File: src/logic/mips_types_pkg.sv
`default_nettype none

package mips_types_pkg;

    typedef logic [31:0] addr_t;        // Address or data word
    typedef logic [4:0]  exccode_t;     // Cause.ExcCode
    typedef logic [4:0]  cp0_sel_t;     // mfc0 register number

    // Exception codes as written to Cause.ExcCode
    localparam exccode_t EXC_INT  = 5'h00;
    localparam exccode_t EXC_ADEL = 5'h04;
    localparam exccode_t EXC_ADES = 5'h05;
    localparam exccode_t EXC_SYS  = 5'h08;
    localparam exccode_t EXC_BP   = 5'h09;
    localparam exccode_t EXC_RI   = 5'h0a;
    localparam exccode_t EXC_OV   = 5'h0c;

    localparam addr_t EXC_VECTOR = 32'hbfc0_0380;  // General vector with BEV=1

    localparam cp0_sel_t CP0_BADVADDR = 5'd8;
    localparam cp0_sel_t CP0_STATUS   = 5'd12;
    localparam cp0_sel_t CP0_CAUSE    = 5'd13;
    localparam cp0_sel_t CP0_EPC      = 5'd14;

    localparam int N_INT = 6;           // Hardware interrupt lines

endpackage

`default_nettype wire
File: src/logic/except_pkg.sv
`default_nettype none

package except_pkg;

    typedef struct packed {
        logic eret;
        logic syscall;
        logic brk;
        logic inst_adel;
        logic data_adel;
        logic data_ades;
        logic overflow;
        logic ri;
    } exc_flags_t;

    // One instruction slot of the commit bundle
    typedef struct packed {
        logic                  valid;
        mips_types_pkg::addr_t pc;
        logic                  in_delay_slot;
        mips_types_pkg::addr_t data_addr;
        exc_flags_t            flags;
    } commit_slot_t;

    typedef struct packed {
        logic                     has_exc;
        logic                     is_eret;
        mips_types_pkg::exccode_t code;
        logic                     bd;
        mips_types_pkg::addr_t    epc;
        logic                     badvaddr_ena;
        mips_types_pkg::addr_t    badvaddr;
    } slot_exc_t;

    typedef struct packed {
        logic                     update_ena;
        mips_types_pkg::exccode_t exccode;
        logic                     bd;
        mips_types_pkg::addr_t    epc;
        logic                     badvaddr_ena;
        mips_types_pkg::addr_t    badvaddr;
        logic                     cls_exl;    // Eret returns, clear Status.EXL
    } cp0_update_t;

endpackage

`default_nettype wire

File: src/logic/exc_unit_top.sv
`default_nettype none

module exc_unit_top #(
    parameter int N_SLOTS = 2
) (
    input  wire                                       clk,
    input  wire                                       rst,
    input  wire  except_pkg::commit_slot_t [N_SLOTS-1:0] commit_in,
    input  wire  [mips_types_pkg::N_INT-1:0]          int_lines,
    input  wire  mips_types_pkg::cp0_sel_t            rd_sel,
    output logic                                      redirect_valid,
    output mips_types_pkg::addr_t                     redirect_pc,
    output logic                                      flush,
    output mips_types_pkg::addr_t                     rd_data
);

    import mips_types_pkg::*;
    import except_pkg::*;

    commit_slot_t [N_SLOTS-1:0] commit_q;
    slot_exc_t    [N_SLOTS-1:0] exc_q;
    cp0_update_t                cp0_upd;
    logic                       int_pending;
    addr_t                      epc_q;

    commit_stage_reg #(
        .N_SLOTS   (N_SLOTS)
    ) u_commit_reg (
        .clk       (clk),
        .rst       (rst),
        .flush     (flush),
        .commit_in (commit_in),
        .commit_q  (commit_q)
    );

    for (genvar i = 0; i < N_SLOTS; i++) begin : g_slot
        slot_exc_classify u_classify (
            .slot (commit_q[i]),
            .exc  (exc_q[i])
        );
    end

    exception_ctrl #(
        .N_SLOTS        (N_SLOTS)
    ) u_ctrl (
        .commit_q       (commit_q),
        .exc_q          (exc_q),
        .int_pending    (int_pending),
        .epc_q          (epc_q),
        .redirect_valid (redirect_valid),
        .redirect_pc    (redirect_pc),
        .flush          (flush),
        .cp0_upd        (cp0_upd)
    );

    cp0_regs u_cp0 (
        .clk         (clk),
        .rst         (rst),
        .cp0_upd     (cp0_upd),
        .int_lines   (int_lines),
        .int_pending (int_pending),
        .epc_q       (epc_q),
        .rd_sel      (rd_sel),
        .rd_data     (rd_data)
    );

endmodule

`default_nettype wire

File: src/logic/cp0_regs.sv
`default_nettype none

module cp0_regs (
    input  wire                                    clk,
    input  wire                                    rst,
    input  wire  except_pkg::cp0_update_t          cp0_upd,
    input  wire  [mips_types_pkg::N_INT-1:0]       int_lines,
    output logic                                   int_pending,
    output mips_types_pkg::addr_t                  epc_q,
    input  wire  mips_types_pkg::cp0_sel_t         rd_sel,
    output mips_types_pkg::addr_t                  rd_data
);

    import mips_types_pkg::*;

    localparam logic [7:0] STATUS_IM = 8'hff;  // Fixed without mtc0
    localparam logic       STATUS_IE = 1'b1;

    logic [N_INT-1:0] int_q;
    logic [7:0]       cause_ip;
    logic             cause_bd;
    exccode_t         cause_exccode;
    logic             status_exl;
    addr_t            epc_r;
    addr_t            badvaddr_r;
    addr_t            status_word;
    addr_t            cause_word;

    always_ff @(posedge clk) begin
        if (rst) begin
            int_q <= '0;
        end else begin
            int_q <= int_lines;
        end
    end

    assign cause_ip = {int_q, 2'b00};  // IP1..0 stay zero without mtc0

    always_ff @(posedge clk) begin
        if (rst) begin
            status_exl    <= 1'b1;
            cause_bd      <= 1'b0;
            cause_exccode <= '0;
            epc_r         <= '0;
            badvaddr_r    <= '0;
        end else if (cp0_upd.update_ena) begin
            status_exl    <= 1'b1;
            cause_bd      <= cp0_upd.bd;
            cause_exccode <= cp0_upd.exccode;
            epc_r         <= cp0_upd.epc;
            if (cp0_upd.badvaddr_ena) begin
                badvaddr_r <= cp0_upd.badvaddr;
            end
        end else if (cp0_upd.cls_exl) begin
            status_exl    <= 1'b0;
        end
    end

    assign int_pending = STATUS_IE && !status_exl && |(cause_ip & STATUS_IM);
    assign epc_q       = epc_r;

    assign status_word = {9'd0, 1'b1, 6'd0, STATUS_IM, 6'd0, status_exl, STATUS_IE};  // BEV=1
    assign cause_word  = {cause_bd, 15'd0, cause_ip, 1'b0, cause_exccode, 2'b00};

    always_comb begin
        case (rd_sel)
            CP0_BADVADDR: rd_data = badvaddr_r;
            CP0_STATUS:   rd_data = status_word;
            CP0_CAUSE:    rd_data = cause_word;
            CP0_EPC:      rd_data = epc_r;
            default:      rd_data = '0;
        endcase
    end

endmodule

`default_nettype wire

File: src/logic/exception_ctrl.sv
`default_nettype none

module exception_ctrl #(
    parameter int N_SLOTS = 2
) (
    input  wire  except_pkg::commit_slot_t [N_SLOTS-1:0] commit_q,
    input  wire  except_pkg::slot_exc_t    [N_SLOTS-1:0] exc_q,
    input  wire                                       int_pending,
    input  wire  mips_types_pkg::addr_t               epc_q,
    output logic                                      redirect_valid,
    output mips_types_pkg::addr_t                     redirect_pc,
    output logic                                      flush,
    output except_pkg::cp0_update_t                   cp0_upd
);

    import mips_types_pkg::*;
    import except_pkg::*;

    localparam int IDX_W = (N_SLOTS > 1) ? $clog2(N_SLOTS) : 1;

    logic             win_hit;
    logic [IDX_W-1:0] win_idx;
    slot_exc_t        win_exc;
    logic             take_int;

    // Oldest slot with an exception
    always_comb begin
        win_hit = 1'b0;
        win_idx = '0;
        for (int i = 0; i < N_SLOTS; i++) begin
            if (!win_hit && commit_q[i].valid && exc_q[i].has_exc) begin
                win_hit = 1'b1;
                win_idx = IDX_W'(i);
            end
        end
    end

    assign win_exc  = exc_q[win_idx];
    assign take_int = int_pending && commit_q[0].valid;  // Interrupt rides on slot 0

    always_comb begin
        redirect_valid = 1'b0;
        redirect_pc    = '0;
        cp0_upd        = '0;
        if (take_int) begin
            redirect_valid     = 1'b1;
            redirect_pc        = EXC_VECTOR;
            cp0_upd.update_ena = 1'b1;
            cp0_upd.exccode    = EXC_INT;
            cp0_upd.bd         = exc_q[0].bd;
            cp0_upd.epc        = exc_q[0].epc;
        end else if (win_hit) begin
            redirect_valid = 1'b1;
            if (win_exc.is_eret) begin
                redirect_pc     = epc_q;
                cp0_upd.cls_exl = 1'b1;                     // No CP0 write on return
            end else begin
                redirect_pc          = EXC_VECTOR;
                cp0_upd.update_ena   = 1'b1;
                cp0_upd.exccode      = win_exc.code;
                cp0_upd.bd           = win_exc.bd;
                cp0_upd.epc          = win_exc.epc;
                cp0_upd.badvaddr_ena = win_exc.badvaddr_ena;
                cp0_upd.badvaddr     = win_exc.badvaddr;
            end
        end
    end

    assign flush = redirect_valid;

endmodule

`default_nettype wire

File: src/logic/slot_exc_classify.sv
`default_nettype none

module slot_exc_classify (
    input  wire  except_pkg::commit_slot_t slot,
    output except_pkg::slot_exc_t          exc
);

    import mips_types_pkg::*;
    import except_pkg::*;

    exc_flags_t flags_v;

    assign flags_v = slot.valid ? slot.flags : '0;  // Empty slot raises nothing

    always_comb begin
        exc              = '0;
        exc.has_exc      = |flags_v;
        exc.bd           = slot.in_delay_slot;
        exc.epc          = slot.in_delay_slot ? slot.pc - 32'd4 : slot.pc;  // Point at the branch

        // Fixed priority, fetch fault first
        if (flags_v.inst_adel) begin
            exc.code         = EXC_ADEL;
            exc.badvaddr_ena = 1'b1;
            exc.badvaddr     = slot.pc;
        end else if (flags_v.ri) begin
            exc.code         = EXC_RI;
        end else if (flags_v.overflow) begin
            exc.code         = EXC_OV;
        end else if (flags_v.syscall) begin
            exc.code         = EXC_SYS;
        end else if (flags_v.brk) begin
            exc.code         = EXC_BP;
        end else if (flags_v.eret) begin
            exc.is_eret      = 1'b1;
        end else if (flags_v.data_adel) begin
            exc.code         = EXC_ADEL;
            exc.badvaddr_ena = 1'b1;
            exc.badvaddr     = slot.data_addr;
        end else if (flags_v.data_ades) begin
            exc.code         = EXC_ADES;
            exc.badvaddr_ena = 1'b1;
            exc.badvaddr     = slot.data_addr;
        end
    end

endmodule

`default_nettype wire

File: src/logic/commit_stage_reg.sv
`default_nettype none

module commit_stage_reg #(
    parameter int N_SLOTS = 2
) (
    input  wire                                       clk,
    input  wire                                       rst,
    input  wire                                       flush,
    input  wire  except_pkg::commit_slot_t [N_SLOTS-1:0] commit_in,
    output except_pkg::commit_slot_t       [N_SLOTS-1:0] commit_q
);

    import except_pkg::*;

    commit_slot_t [N_SLOTS-1:0] stage_q;

    // Only the valid bits are control state, payload just follows the input
    always_ff @(posedge clk) begin
        for (int i = 0; i < N_SLOTS; i++) begin
            if (rst || flush) begin
                stage_q[i].valid <= 1'b0;           // Kill whatever arrives with the flush edge
            end else begin
                stage_q[i].valid <= commit_in[i].valid;
            end
            stage_q[i].pc            <= commit_in[i].pc;
            stage_q[i].in_delay_slot <= commit_in[i].in_delay_slot;
            stage_q[i].data_addr     <= commit_in[i].data_addr;
            stage_q[i].flags         <= commit_in[i].flags;
        end
    end

    assign commit_q = stage_q;

endmodule

`default_nettype wire

File: config.mk
export PLATFORM = sky130hd
export DESIGN_NAME = exc_unit_top
export DESIGN_NICKNAME = d
export VERILOG_FILES = /design/src/logic/mips_types_pkg.sv /design/src/logic/except_pkg.sv /design/src/logic/exc_unit_top.sv /design/src/logic/cp0_regs.sv /design/src/logic/exception_ctrl.sv /design/src/logic/slot_exc_classify.sv /design/src/logic/commit_stage_reg.sv
export SDC_FILE = /design/constraint.sdc
export NUM_CORES = 1
export LEC_CHECK = 0
export ABC_CLOCK_PERIOD_IN_PS = 2750
export BUFFER_PORTS_ARGS = -buffer_cell sky130_fd_sc_hd__buf_2
export CAP_MARGIN = 10
export CORE_MARGIN = 5
export CORE_UTILIZATION = 40
export DETAILED_ROUTE_END_ITERATION = 6
export GPL_ROUTABILITY_DRIVEN = 1
export HOLD_SLACK_MARGIN = 0.06
export PLACE_DENSITY_LB_ADDON = 0.15
export SKIP_LAST_GASP = 1
export SLEW_MARGIN = 10
export SYNTH_ARGS = -nofsm -noshare
export SYNTH_HDL_FRONTEND = slang
export SYNTH_HIERARCHICAL = 1
export SYNTH_SLANG_ARGS = --single-unit
export TNS_END_PERCENT = 50
File: constraint.sdc
create_clock -name clk -period 2.75 [get_ports clk]
set_input_delay 0.275 -clock clk [delete_from_list [all_inputs] [get_ports clk]]
set_output_delay 0.275 -clock clk [all_outputs]
set_load 0.02 [all_outputs]
==> out/summary.txt, run 1 <==
====================================================================================================
Share of the synthesized area in the top cell type ....................................        45.0%
Diodes inserted .......................................................................            0
Run status ............................................................................ complete, but fails checks
Routed WL .............................................................................      35.4 mm
Post-synthesis register bit count .....................................................          225
Cell type with the highest aggregate area in the netlist ..............................      dfxtp_1
Clock-pin slew reported for the worst setup and hold paths after clock tree synthesis .      0.06 ns
Final setup fails .....................................................................            1
Maximum number of buffers from clock root to sink .....................................            3
Synth Warn # ..........................................................................            6
Library cell with the highest instance count after synthesis ..........................      dfxtp_1
Clock period minus final worst setup slack ............................................      2.77 ns
Total instance count after detailed placement .........................................         1617
Required arrival time at the worst endpoint ...........................................      2.48 ns
Pin count of the biggest net entering global routing ..................................           52
Global-route total usage across every layer ...........................................        24.0%
Net switching power ...................................................................      1.92 mW
Least setup slack across all paths after layout .......................................   -0.0171 ns
Synth top area cells .................................................................. dfxtp_1 45%, nand2_1 7.2%, a22o_1 6.7%
Via count of the first global-routing pass ............................................         9282
Global route total overflow ...........................................................            0
Switch share ..........................................................................        24.5%
Worst clock skew ......................................................................    0.0163 ns
Final Max Slew Viols ..................................................................            0
Category of the worst setup path launch point .........................................    flip-flop
Number of top-level pins ..............................................................          227
Initial antenna violation count .......................................................            0
Detailed placer's ending HPWL .........................................................      24.2 mm
Violated checks ....................................................................... design-rule violations, negative setup slack
Portion of total power attributed to combinational logic ..............................        10.6%
Fraction of layout cells with a size suffix above 1 ...................................        25.5%
Total number of nets in the final design ..............................................         1645
Multi-input gate area .................................................................    5060 um^2
Worst setup slack after placement .....................................................     0.356 ns
RSZ-0062 raised after global routing ..................................................         true
Crit. End Element .....................................................................   output pin
Core Rows .............................................................................           57
Area grow syn2layout ..................................................................        41.3%
DR DRC count ..........................................................................            1
Final Hold Violating Endpoints ........................................................            0
Pre-antenna DRT Iters .................................................................            7
Wirelength per Cell ...................................................................      19.4 um
Effective utilization at floorplan ....................................................        40.9%
Cell Area, Synth ......................................................................   10000 um^2
Initial detailed-routing violation count ..............................................          748
Antenna-violating nets left ...........................................................            0
Inserted Clock Buffers ................................................................           25
Clk pwr share .........................................................................        44.5%
Worst ir drop on vdd ..................................................................   0.000489 V
Final instance count without filler cells .............................................         1825
Part of the Yosys area used for sequential elements ...................................        45.0%
Synthesized Nets ......................................................................         1286
Final RePlAce weighted congestion .....................................................        0.910
IO Port Bufs ..........................................................................          226
Maximum fanout along the worst path ...................................................           12
Sequential cell area ..................................................................    4510 um^2
Part of the power in registers ........................................................        44.8%
Power per cell area ...................................................................  555 nW/um^2
Int Power .............................................................................      5.93 mW
Max-cap check violation count .........................................................            0
CTS tree ..............................................................................        built
Number of different library cells in the post-synthesis netlist .......................           64
Predominant post-synthesis flop cell ..................................................      dfxtp_1
Vias per Instance .....................................................................         5.21
Die boundary width ....................................................................       168 um
Hold Crit Class ....................................................................... primary input to flip-flop
Sink Count ............................................................................          225
Total die area ........................................................................   28300 um^2
Worst Max-Slew Pin Slew ...............................................................     0.662 ns
Die Y .................................................................................       168 um
Period Utilization, post-route ........................................................         101%
Total via count after detailed routing ................................................         9508
EDFF count, synth .....................................................................            0
Critical path arrival .................................................................      2.49 ns
Leading cell types by count after synthesis ........................................... 225 x dfxtp_1, 193 x nand2_1, 129 x a21oi_1
Core Footprint ........................................................................   24500 um^2
Root Buffer Master ....................................................................    clkbuf_16
Fillers ...............................................................................         2162
Critical path class ................................................................... flip-flop to output pin
Synthesized instance count ............................................................         1123
Share of flip-flops with an asynchronous set or reset .................................           0%
Static Leak ...........................................................................      5.77 nW
Highest clock frequency the design can meet ...........................................    0.361 GHz
Clock insertion delay at the later pin of the skew report .............................      0.53 ns
H-tree lvl count ......................................................................            1
Wire length of the first global-routing pass ..........................................      53.9 mm
Per-instance average area after synthesis .............................................    8.91 um^2
Worst max-slew margin expressed relative to the limit .................................        55.5%
====================================================================================================
## cell type report
cell class              instances  share of cell area (%)
clock buffers                  36                    5.35
clock inverters                10                   0.832
inverters                      26                   0.690
multi-input cells             784                    35.8
flip-flops and latches        225                    31.9
well taps                     324                    2.87
repair buffers                420                    22.6
## path summary, 6_finish.rpt
kind / from / endpoint / slack, ns / cells after the start
max: u_commit_reg/commit_q[79] / redirect_pc[12] / -0.02 / 11
max reg2reg: u_commit_reg/commit_q[4] / u_cp0/epc_q[29] / 0.30 / 11
min: rst / u_cp0/epc_q[5] / 0.25 / 2
min reg2reg: u_cp0/badvaddr_r[23] / u_cp0/badvaddr_r[23] / 0.45 / 2
## cell usage in the layout (no fill, tap or decap), drive strengths merged, types with 3 or more instances in the layout
cell         count
nor3            13
nor3b            4
or3             10
o2bb2ai         11
nand3            7
nor4b            6
or2              4
xnor2           24
a21oi          131
and2             6
nand4bb          3
clkbuf          36
nand2b           4
nor4            27
xor2            32
and3b            4
nor2b            8
inv             30
nor2            72
a22oi            6
a22o            79
nand4b           3
o21ai           38
mux2i           39
and3            20
or4              6
dlygate4sd3    154
a221o            6
o21a             3
dfxtp          225
buf            266
nand2          194
nand4            8
clkinv           3
## registers in the layout, indices dropped and copies added, names as in the netlist
register	cells
u_commit_reg/commit_q	148
u_cp0/cause_exccode	5
u_cp0/cause_bd	1
u_cp0/int_q	6
u_cp0/status_exl	1
u_cp0/badvaddr_r	32
u_cp0/epc_q	32
## power by group through the flow
stage               registers [mW]  clock network, mW  logic (mW)
floorplan                     3.54                  0       0.398
global placement              3.58                  0       0.638
detailed placement            3.58                  0       0.637
CTS                           3.51               3.57       0.816
global route                  3.53               3.70       0.897
finish                        3.52               3.50       0.834
## timing repair
item                                   4_1_cts  5_1_grt
setup endpoints to repair                   32       32
resized for setup                           39       30
hold buffers                               154        0
pin swaps                                    3        5
endpoints found under the hold margin      154        0
buffers inserted                             6        1
gates cloned                                 1        0
## per-stage QoR
step | util [%] | setup TNS (ns) | total power, mW | hold WS [ns] | instance area, um^2
after floorplan | - | 0 | 3.94 | 0.303 | 10000
after global placement | 46.6 | 0 | 4.22 | 0.377 | 11400
after detailed placement | 46.6 | 0 | 4.22 | 0.379 | 11400
after CTS | 57.3 | 0 | 7.89 | 0.233 | 14000
after global routing | 57.8 | -1.96 | 8.13 | 0.258 | 14100
final | 57.8 | -0.0171 | 7.85 | 0.251 | 14100
## layer usage
metal | global-route usage [%] | up-vias | part of all wire (%)
met2 | 37.0 | 419 | 44
li1 | - | 4624 | -
met5 | 0 | - | 0
met3 | 3.28 | 57 | 7.4
met1 | 34.9 | 4408 | 45
met4 | 7.16 | 0 | 3.0
## worst max-delay path, stage by stage, from the launching register on
cell and delay (ns):
dfxtp_2 0.35, nor2_4 0.12, nand2_1 0.07, o21ai_2 0.19
nand2b_4 0.06, and2_4 0.17, a21bo_4 0.23, a21oi_4 0.18
buf_12 0.14, buf_12 0.13, and3_1 0.17, buf_4 0.15
## kinds of logic after synthesis
kind of cell               after synthesis  synth area share [%]
and+or+nand+nor                        404                  21.6
AOI/OAI and AO/OA                      281                  18.4
adders and majority gates                2                 0.250
xor gates and xnor gates                56                  4.90
DFF                                    225                  45.0
muxes                                   39                  3.90
other                                    2                0.0750
buffers and inverters                  114                  5.81
Note: power is estimated with default switching activity, not from simulation.
==> inputs of run 2 (changes only) <==
Settings changed: BUFFER_PORTS_ARGS -buffer_cell sky130_fd_sc_hd__buf_2 to -buffer_cell sky130_fd_sc_hd__clkbuf_2.
==> run 2 against run 1 <==
Compared with the run above:
- the flow finishes with violations (negative setup slack)
- highest routed layer unchanged
- largest power group unchanged
- wire length rose by 1.5%
- sequential power hardly changed
- utilization is 0.25 points higher
- global-route usage increased by 0.27 points
- critical path type unchanged
==> out/summary.txt, run 2 (same netlist as run 1, synthesis figures left out) <==
====================================================================================================
Run status ............................................................................ complete, but fails checks
Violated checks ....................................................................... negative setup slack
Pre-antenna DRT Iters .................................................................            6
Wirelength per Cell ...................................................................      19.6 um
Post-route cell area ..................................................................   14200 um^2
R2R Setup Slk .........................................................................      0.20 ns
Total power consumption of the routed design ..........................................      7.69 mW
RSZ-0062 raised after global routing ..................................................         true
Startpoint of the lowest-slack hold path .............................................. commit_in[124]
Inserted Clock Buffers ................................................................           25
Die Y .................................................................................       168 um
Least setup slack across all paths after layout .......................................   -0.0297 ns
Clock insertion delay at the later pin of the skew report .............................      0.53 ns
Required arrival time at the worst endpoint ...........................................      2.48 ns
Endpoint of the worst register-to-register path ....................................... u_cp0/cause_bd
Fillers ...............................................................................         2132
Critical path arrival .................................................................      2.50 ns
Combined buffer and inverter count along the critical path ............................            4
Source of the critical timing path .................................................... u_cp0/int_q[1]
Total instance count after detailed placement .........................................         1617
Crit. End Element .....................................................................   output pin
Global-route total usage across every layer ...........................................        24.2%
Maximum number of buffers from clock root to sink .....................................            3
Maximum fanout along the worst path ...................................................            7
Final Max Slew Viols ..................................................................            0
Most common cell after layout, fill and taps aside ....................................      dfxtp_1
Number of top-level pins ..............................................................          227
Clock-pin slew reported for the worst setup and hold paths after clock tree synthesis .      0.06 ns
Flip-flop count of the largest register, all copies and words added ...................          148
Area grow syn2layout ..................................................................        41.9%
Detailed placer's ending HPWL .........................................................      24.2 mm
Total die area ........................................................................   28300 um^2
Initial antenna violation count .......................................................            0
Power per cell area ...................................................................  542 nW/um^2
Worst Max-Slew Pin Slew ...............................................................     0.863 ns
Critical-path cell with the highest stage delay .......................................       and2_1
Wire length of the first global-routing pass ..........................................      54.5 mm
Die boundary width ....................................................................       168 um
Cell chain of the critical path ....................................................... nor4_1 > a21oi_1 > and2_1 > a21oi_4 > buf_12 > buf_8 > buf_12 > a21oi_1 > clkbuf_2
Delay of the slowest critical-path stage ..............................................      0.42 ns
Category of the worst setup path launch point .........................................    flip-flop
Pin count of the biggest net entering global routing ..................................           78
Max-cap check violation count .........................................................            0
Root Buffer Master ....................................................................    clkbuf_16
DR DRC count ..........................................................................            0
Total Negative Setup Slacks ...........................................................   -0.0623 ns
Final setup fails .....................................................................            6
Source of the worst register-to-register timing path .................................. u_cp0/int_q[1]
Routed WL .............................................................................      35.9 mm
Effective utilization at floorplan ....................................................        40.9%
Clock period minus final worst setup slack ............................................      2.78 ns
Critical path class ................................................................... flip-flop to output pin
Worst clock skew ......................................................................    0.0173 ns
Critical path depth in cells ..........................................................            9
Total via count after detailed routing ................................................         9460
Fraction of layout cells with a size suffix above 1 ...................................        25.6%
Initial detailed-routing violation count ..............................................          685
Core Rows .............................................................................           57
Highest clock frequency the design can meet ...........................................    0.360 GHz
Final RePlAce weighted congestion .....................................................        0.876
Global route total overflow ...........................................................            0
Worst Reg-to-Reg Cells ................................................................           10
Final Hold Violating Endpoints ........................................................            0
Hold Crit Class ....................................................................... primary input to flip-flop
Worst ir drop on vdd ..................................................................   0.000473 V
Area post-placement ...................................................................   11400 um^2
IO Port Bufs ..........................................................................          226
Most frequent cells in the layout ..................................................... 221 x dfxtp_1, 200 x clkbuf_2, 193 x nand2_1
End point of the critical path ........................................................ redirect_pc[24]
Post-Route Hold Slack .................................................................     0.379 ns
Core Footprint ........................................................................   24500 um^2
Total number of nets in the final design ..............................................         1652
Sink Count ............................................................................          225
Diodes inserted .......................................................................            0
Via count of the first global-routing pass ............................................         9445
Worst max-slew margin expressed relative to the limit .................................        42.5%
Vias per Instance .....................................................................         5.17
Final instance count without filler cells .............................................         1831
Antenna-violating nets left ...........................................................            0
Largest delay contributor family on the critical path ................................. buffers and inverters
H-tree lvl count ......................................................................            1
CTS tree ..............................................................................        built
Period Utilization, post-route ........................................................         101%
Static Leak ...........................................................................      5.80 nW
====================================================================================================
## run 2: worst min path at each step
stage | to | slack (ns) | depth (start not counted)
3_3_place_gp | u_commit_reg/commit_q[84] | 0.38 | 1
6_report | u_commit_reg/commit_q[124] | 0.38 | 2
5_1_grt | u_commit_reg/commit_q[124] | 0.36 | 2
4_1_cts | u_commit_reg/commit_q[124] | 0.36 | 2
2_1_floorplan | u_commit_reg/commit_q[0] | 0.30 | 0
3_5_place_dp | u_commit_reg/commit_q[101] | 0.38 | 1
## run 2: cell type report
class                   count  area, um^2  share of cell area, %
clock buffers              34         699                   4.93
multi-input cells         784        5070                   35.7
inverters                  26        97.6                  0.687
clock inverters            11         116                  0.820
flip-flops and latches    225        4510                   31.8
well taps                 324         405                   2.86
repair buffers            427        3300                   23.2
## run 2: where the power goes
group	switching (mW)	total, mW	internal, mW
Clock	1.35	3.32	1.97
Combinational	0.421	0.858	0.437
Sequential	0.126	3.52	3.39
## run 2: worst register-to-register path, stage by stage (launching register included)
cell,delay (ns)
dfxtp_1,0.39
nor4_1,0.08
a21oi_1,0.31
and2_1,0.43
a21oi_4,0.06
buf_12,0.16
buf_4,0.14
nor2_4,0.12
buf_4,0.42
mux2i_1,0.26
nor2_1,0.05
## run 2: timing repair
item	in CTS	in global routing
hold buffers	155	0
gates resized for setup	46	58
setup buffers	11	4
pin swaps	6	4
hold endpoints to repair	154	0
gates cloned	1	1
setup endpoints to repair	32	32
## run 2: metal layers
metal  vias up  share of wire [%]  track usage (%)  wire, um
met1      4351                 46             34.5     16600
met3        71                7.3             4.03      2630
li1       4643                  -                -         -
met2       395                 43             37.2     15400
met5         -                  0                0         0
met4         0                3.6             8.29      1290
## run 2: through the flow
step,setup slack (ns),util [%]
floorplan,0.105,-
global placement,0.338,46.6
detailed placement,0.302,46.6
CTS,-0.00887,57.4
global route,-0.0951,58.0
finish,-0.0297,58.0
==> inputs of run 3 (changes only) <==
Settings changed: CELL_PAD_IN_SITES_DETAIL_PLACEMENT set to 1, CELL_PAD_IN_SITES_GLOBAL_PLACEMENT set to 1, CORE_UTILIZATION 40 to 37.
==> run 3 against run 2 <==
Compared with the run above:
- the run still ends with negative setup slack left
- critical path depth unchanged
- utilization shrank 4.0 points
- die area increased by 7.6%
- non-clock buffer count rose by 8
- register-to-register slack worse by 0.07 ns
- sequential power is essentially flat
- critical endpoint is now redirect_pc[16]
- largest power group is now clock
- highest routed layer unchanged
==> out/summary.txt, run 3 (same netlist as run 1, synthesis figures left out) <==
====================================================================================================
Run status ............................................................................ complete, but fails checks
Violated checks ....................................................................... negative setup slack
Switch share ..........................................................................        24.5%
Final Max Slew Viols ..................................................................            0
Least setup slack across all paths after layout .......................................   -0.0672 ns
Flip-flop count of the largest register, all copies and words added ...................          148
Period Utilization, post-route ........................................................         102%
Critical path class ................................................................... flip-flop to output pin
H-tree lvl count ......................................................................            1
Wirelength per Cell ...................................................................      22.1 um
Die boundary width ....................................................................       174 um
Critical path arrival .................................................................      2.54 ns
Area grow syn2layout ..................................................................        44.7%
Most frequent cells in the layout ..................................................... 219 x dfxtp_1, 206 x clkbuf_2, 192 x nand2_1
Die Y .................................................................................       174 um
Portion of total power attributed to combinational logic ..............................        11.0%
Root Buffer Master ....................................................................    clkbuf_16
Via count of the first global-routing pass ............................................        10472
Pin count of the biggest net entering global routing ..................................           80
Highest clock frequency the design can meet ...........................................    0.355 GHz
Total die area ........................................................................   30400 um^2
Required arrival time at the worst endpoint ...........................................      2.48 ns
Core Footprint ........................................................................   26800 um^2
CTS tree ..............................................................................        built
Total number of nets in the final design ..............................................         1661
Diodes inserted .......................................................................            0
Category of the worst setup path launch point .........................................    flip-flop
Worst ir drop on vdd ..................................................................   0.000373 V
Initial detailed-routing violation count ..............................................          593
Area post-placement ...................................................................   11500 um^2
Global route total overflow ...........................................................            0
Sink Count ............................................................................          225
Fraction of layout cells with a size suffix above 1 ...................................        26.6%
Vias per Instance .....................................................................         5.24
Hold Crit Class ....................................................................... primary input to flip-flop
Net switching power ...................................................................      1.97 mW
Total power consumption of the routed design ..........................................      8.05 mW
Worst max-slew margin expressed relative to the limit .................................        54.7%
Final RePlAce weighted congestion .....................................................        0.871
Clk pwr share .........................................................................        45.2%
Pre-antenna DRT Iters .................................................................            5
Final setup fails .....................................................................           24
Effective utilization at floorplan ....................................................        37.3%
Inserted Clock Buffers ................................................................           26
Initial antenna violation count .......................................................            0
Total via count after detailed routing ................................................         9727
IO Port Bufs ..........................................................................          226
DR DRC count ..........................................................................            0
Clock-pin slew reported for the worst setup and hold paths after clock tree synthesis .      0.06 ns
Max-cap check violation count .........................................................            0
RSZ-0062 raised after global routing ..................................................         true
Final instance count without filler cells .............................................         1857
Most common cell after layout, fill and taps aside ....................................      dfxtp_1
Final Hold Violating Endpoints ........................................................            0
Worst setup slack after placement .....................................................     0.262 ns
Wire length of the first global-routing pass ..........................................      62.3 mm
Core Rows .............................................................................           60
Maximum number of buffers from clock root to sink .....................................            3
Power per cell area ...................................................................  556 nW/um^2
Int Power .............................................................................      6.08 mW
Part of the power in registers ........................................................        43.7%
Detailed placer's ending HPWL .........................................................      26.5 mm
Post-route cell area ..................................................................   14500 um^2
Worst Max-Slew Pin Slew ...............................................................     0.674 ns
Crit. End Element .....................................................................   output pin
Antenna-violating nets left ...........................................................            0
Global-route total usage across every layer ...........................................        25.9%
Clock period minus final worst setup slack ............................................      2.82 ns
Static Leak ...........................................................................      5.88 nW
Number of top-level pins ..............................................................          227
Clock insertion delay at the later pin of the skew report .............................      0.53 ns
Total instance count after detailed placement .........................................         1638
Maximum fanout along the worst path ...................................................            5
Routed WL .............................................................................      41.1 mm
Worst clock skew ......................................................................   0.00987 ns
====================================================================================================
[run 3: cell count changes in the layout (fill, tap and decap cells not counted), moves of 4 or more]
cell	before	now
and3_4	9	18
buf_2	4	0
clkbuf_2	200	206
buf_8	5	18
buf_4	41	45
a21oi_2	8	2
a21oi_1	122	128
buf_6	8	2
clkinv_2	6	2
and3_1	11	2
[run 3: final cells by class]
class / instances / area [um^2]
inverter: 26 / 97.6
fill: 3063 / 12300
timing repair buffer: 435 / 3410
sequential: 225 / 4520
multi-input combinational: 784 / 5120
clock inverter: 8 / 124
tap: 341 / 427
clock buffer: 38 / 787
[run 3: final timing paths]
kind / from / to / slack (ns) / cells past startpoint
worst max register to register: u_commit_reg/commit_q[75] / u_cp0/cause_exccode[3] / 0.13 / 11
worst max-delay path: u_commit_reg/commit_q[75] / redirect_pc[16] / -0.07 / 9
worst min-delay path: rst / u_cp0/epc_q[30] / 0.25 / 3
worst min register to register: u_cp0/badvaddr_r[24] / u_cp0/badvaddr_r[24] / 0.45 / 2
[run 3: power groups by stage]
stage               Sequential (mW)  Combinational [mW]  Clock, mW
finish                         3.52               0.887       3.64
global route                   3.54               0.948       3.83
CTS                            3.52               0.853       3.69
detailed placement             3.58               0.662          0
global placement               3.58               0.656          0
floorplan                      3.54               0.398          0
[run 3: worst max-delay path, stage by stage (launching register included)]
cell	delay, ns
dfxtp_1	0.35
o31a_1	0.32
nand2b_4	0.16
and2_4	0.18
a21bo_4	0.23
a21oi_4	0.18
buf_12	0.16
clkbuf_16	0.14
and3_4	0.19
buf_8	0.11
[run 3: timing repair]
item | 4_1_cts | 5_1_grt
pin swaps | 5 | 7
gates resized for setup | 65 | 53
setup buffers | 13 | 6
cloned | 1 | 2
hold buffers | 154 | 0
endpoints found under the setup margin | 32 | 32
endpoints found under the hold margin | 154 | 0
[run 3: stage by stage]
| step | utilization, % | setup TNS (ns) | hold slack [ns] |
|---|---|---|---|
| 6_report | 54.0 | -1.09 | 0.252 |
| 5_1_grt | 54.0 | -2.83 | 0.268 |
| 4_1_cts | 53.3 | -0.339 | 0.231 |
| 3_5_place_dp | 42.7 | 0 | 0.379 |
| 3_3_place_gp | 42.7 | 0 | 0.379 |
| 2_1_floorplan | - | 0 | 0.303 |
[run 3: layer usage]
layer | part of all wire (%) | GRT usage [%]
met3 | 5.2 | 3.83
met5 | 0 | 0
met1 | 45 | 35.5
met4 | 2.4 | 6.90
met2 | 47 | 42.9
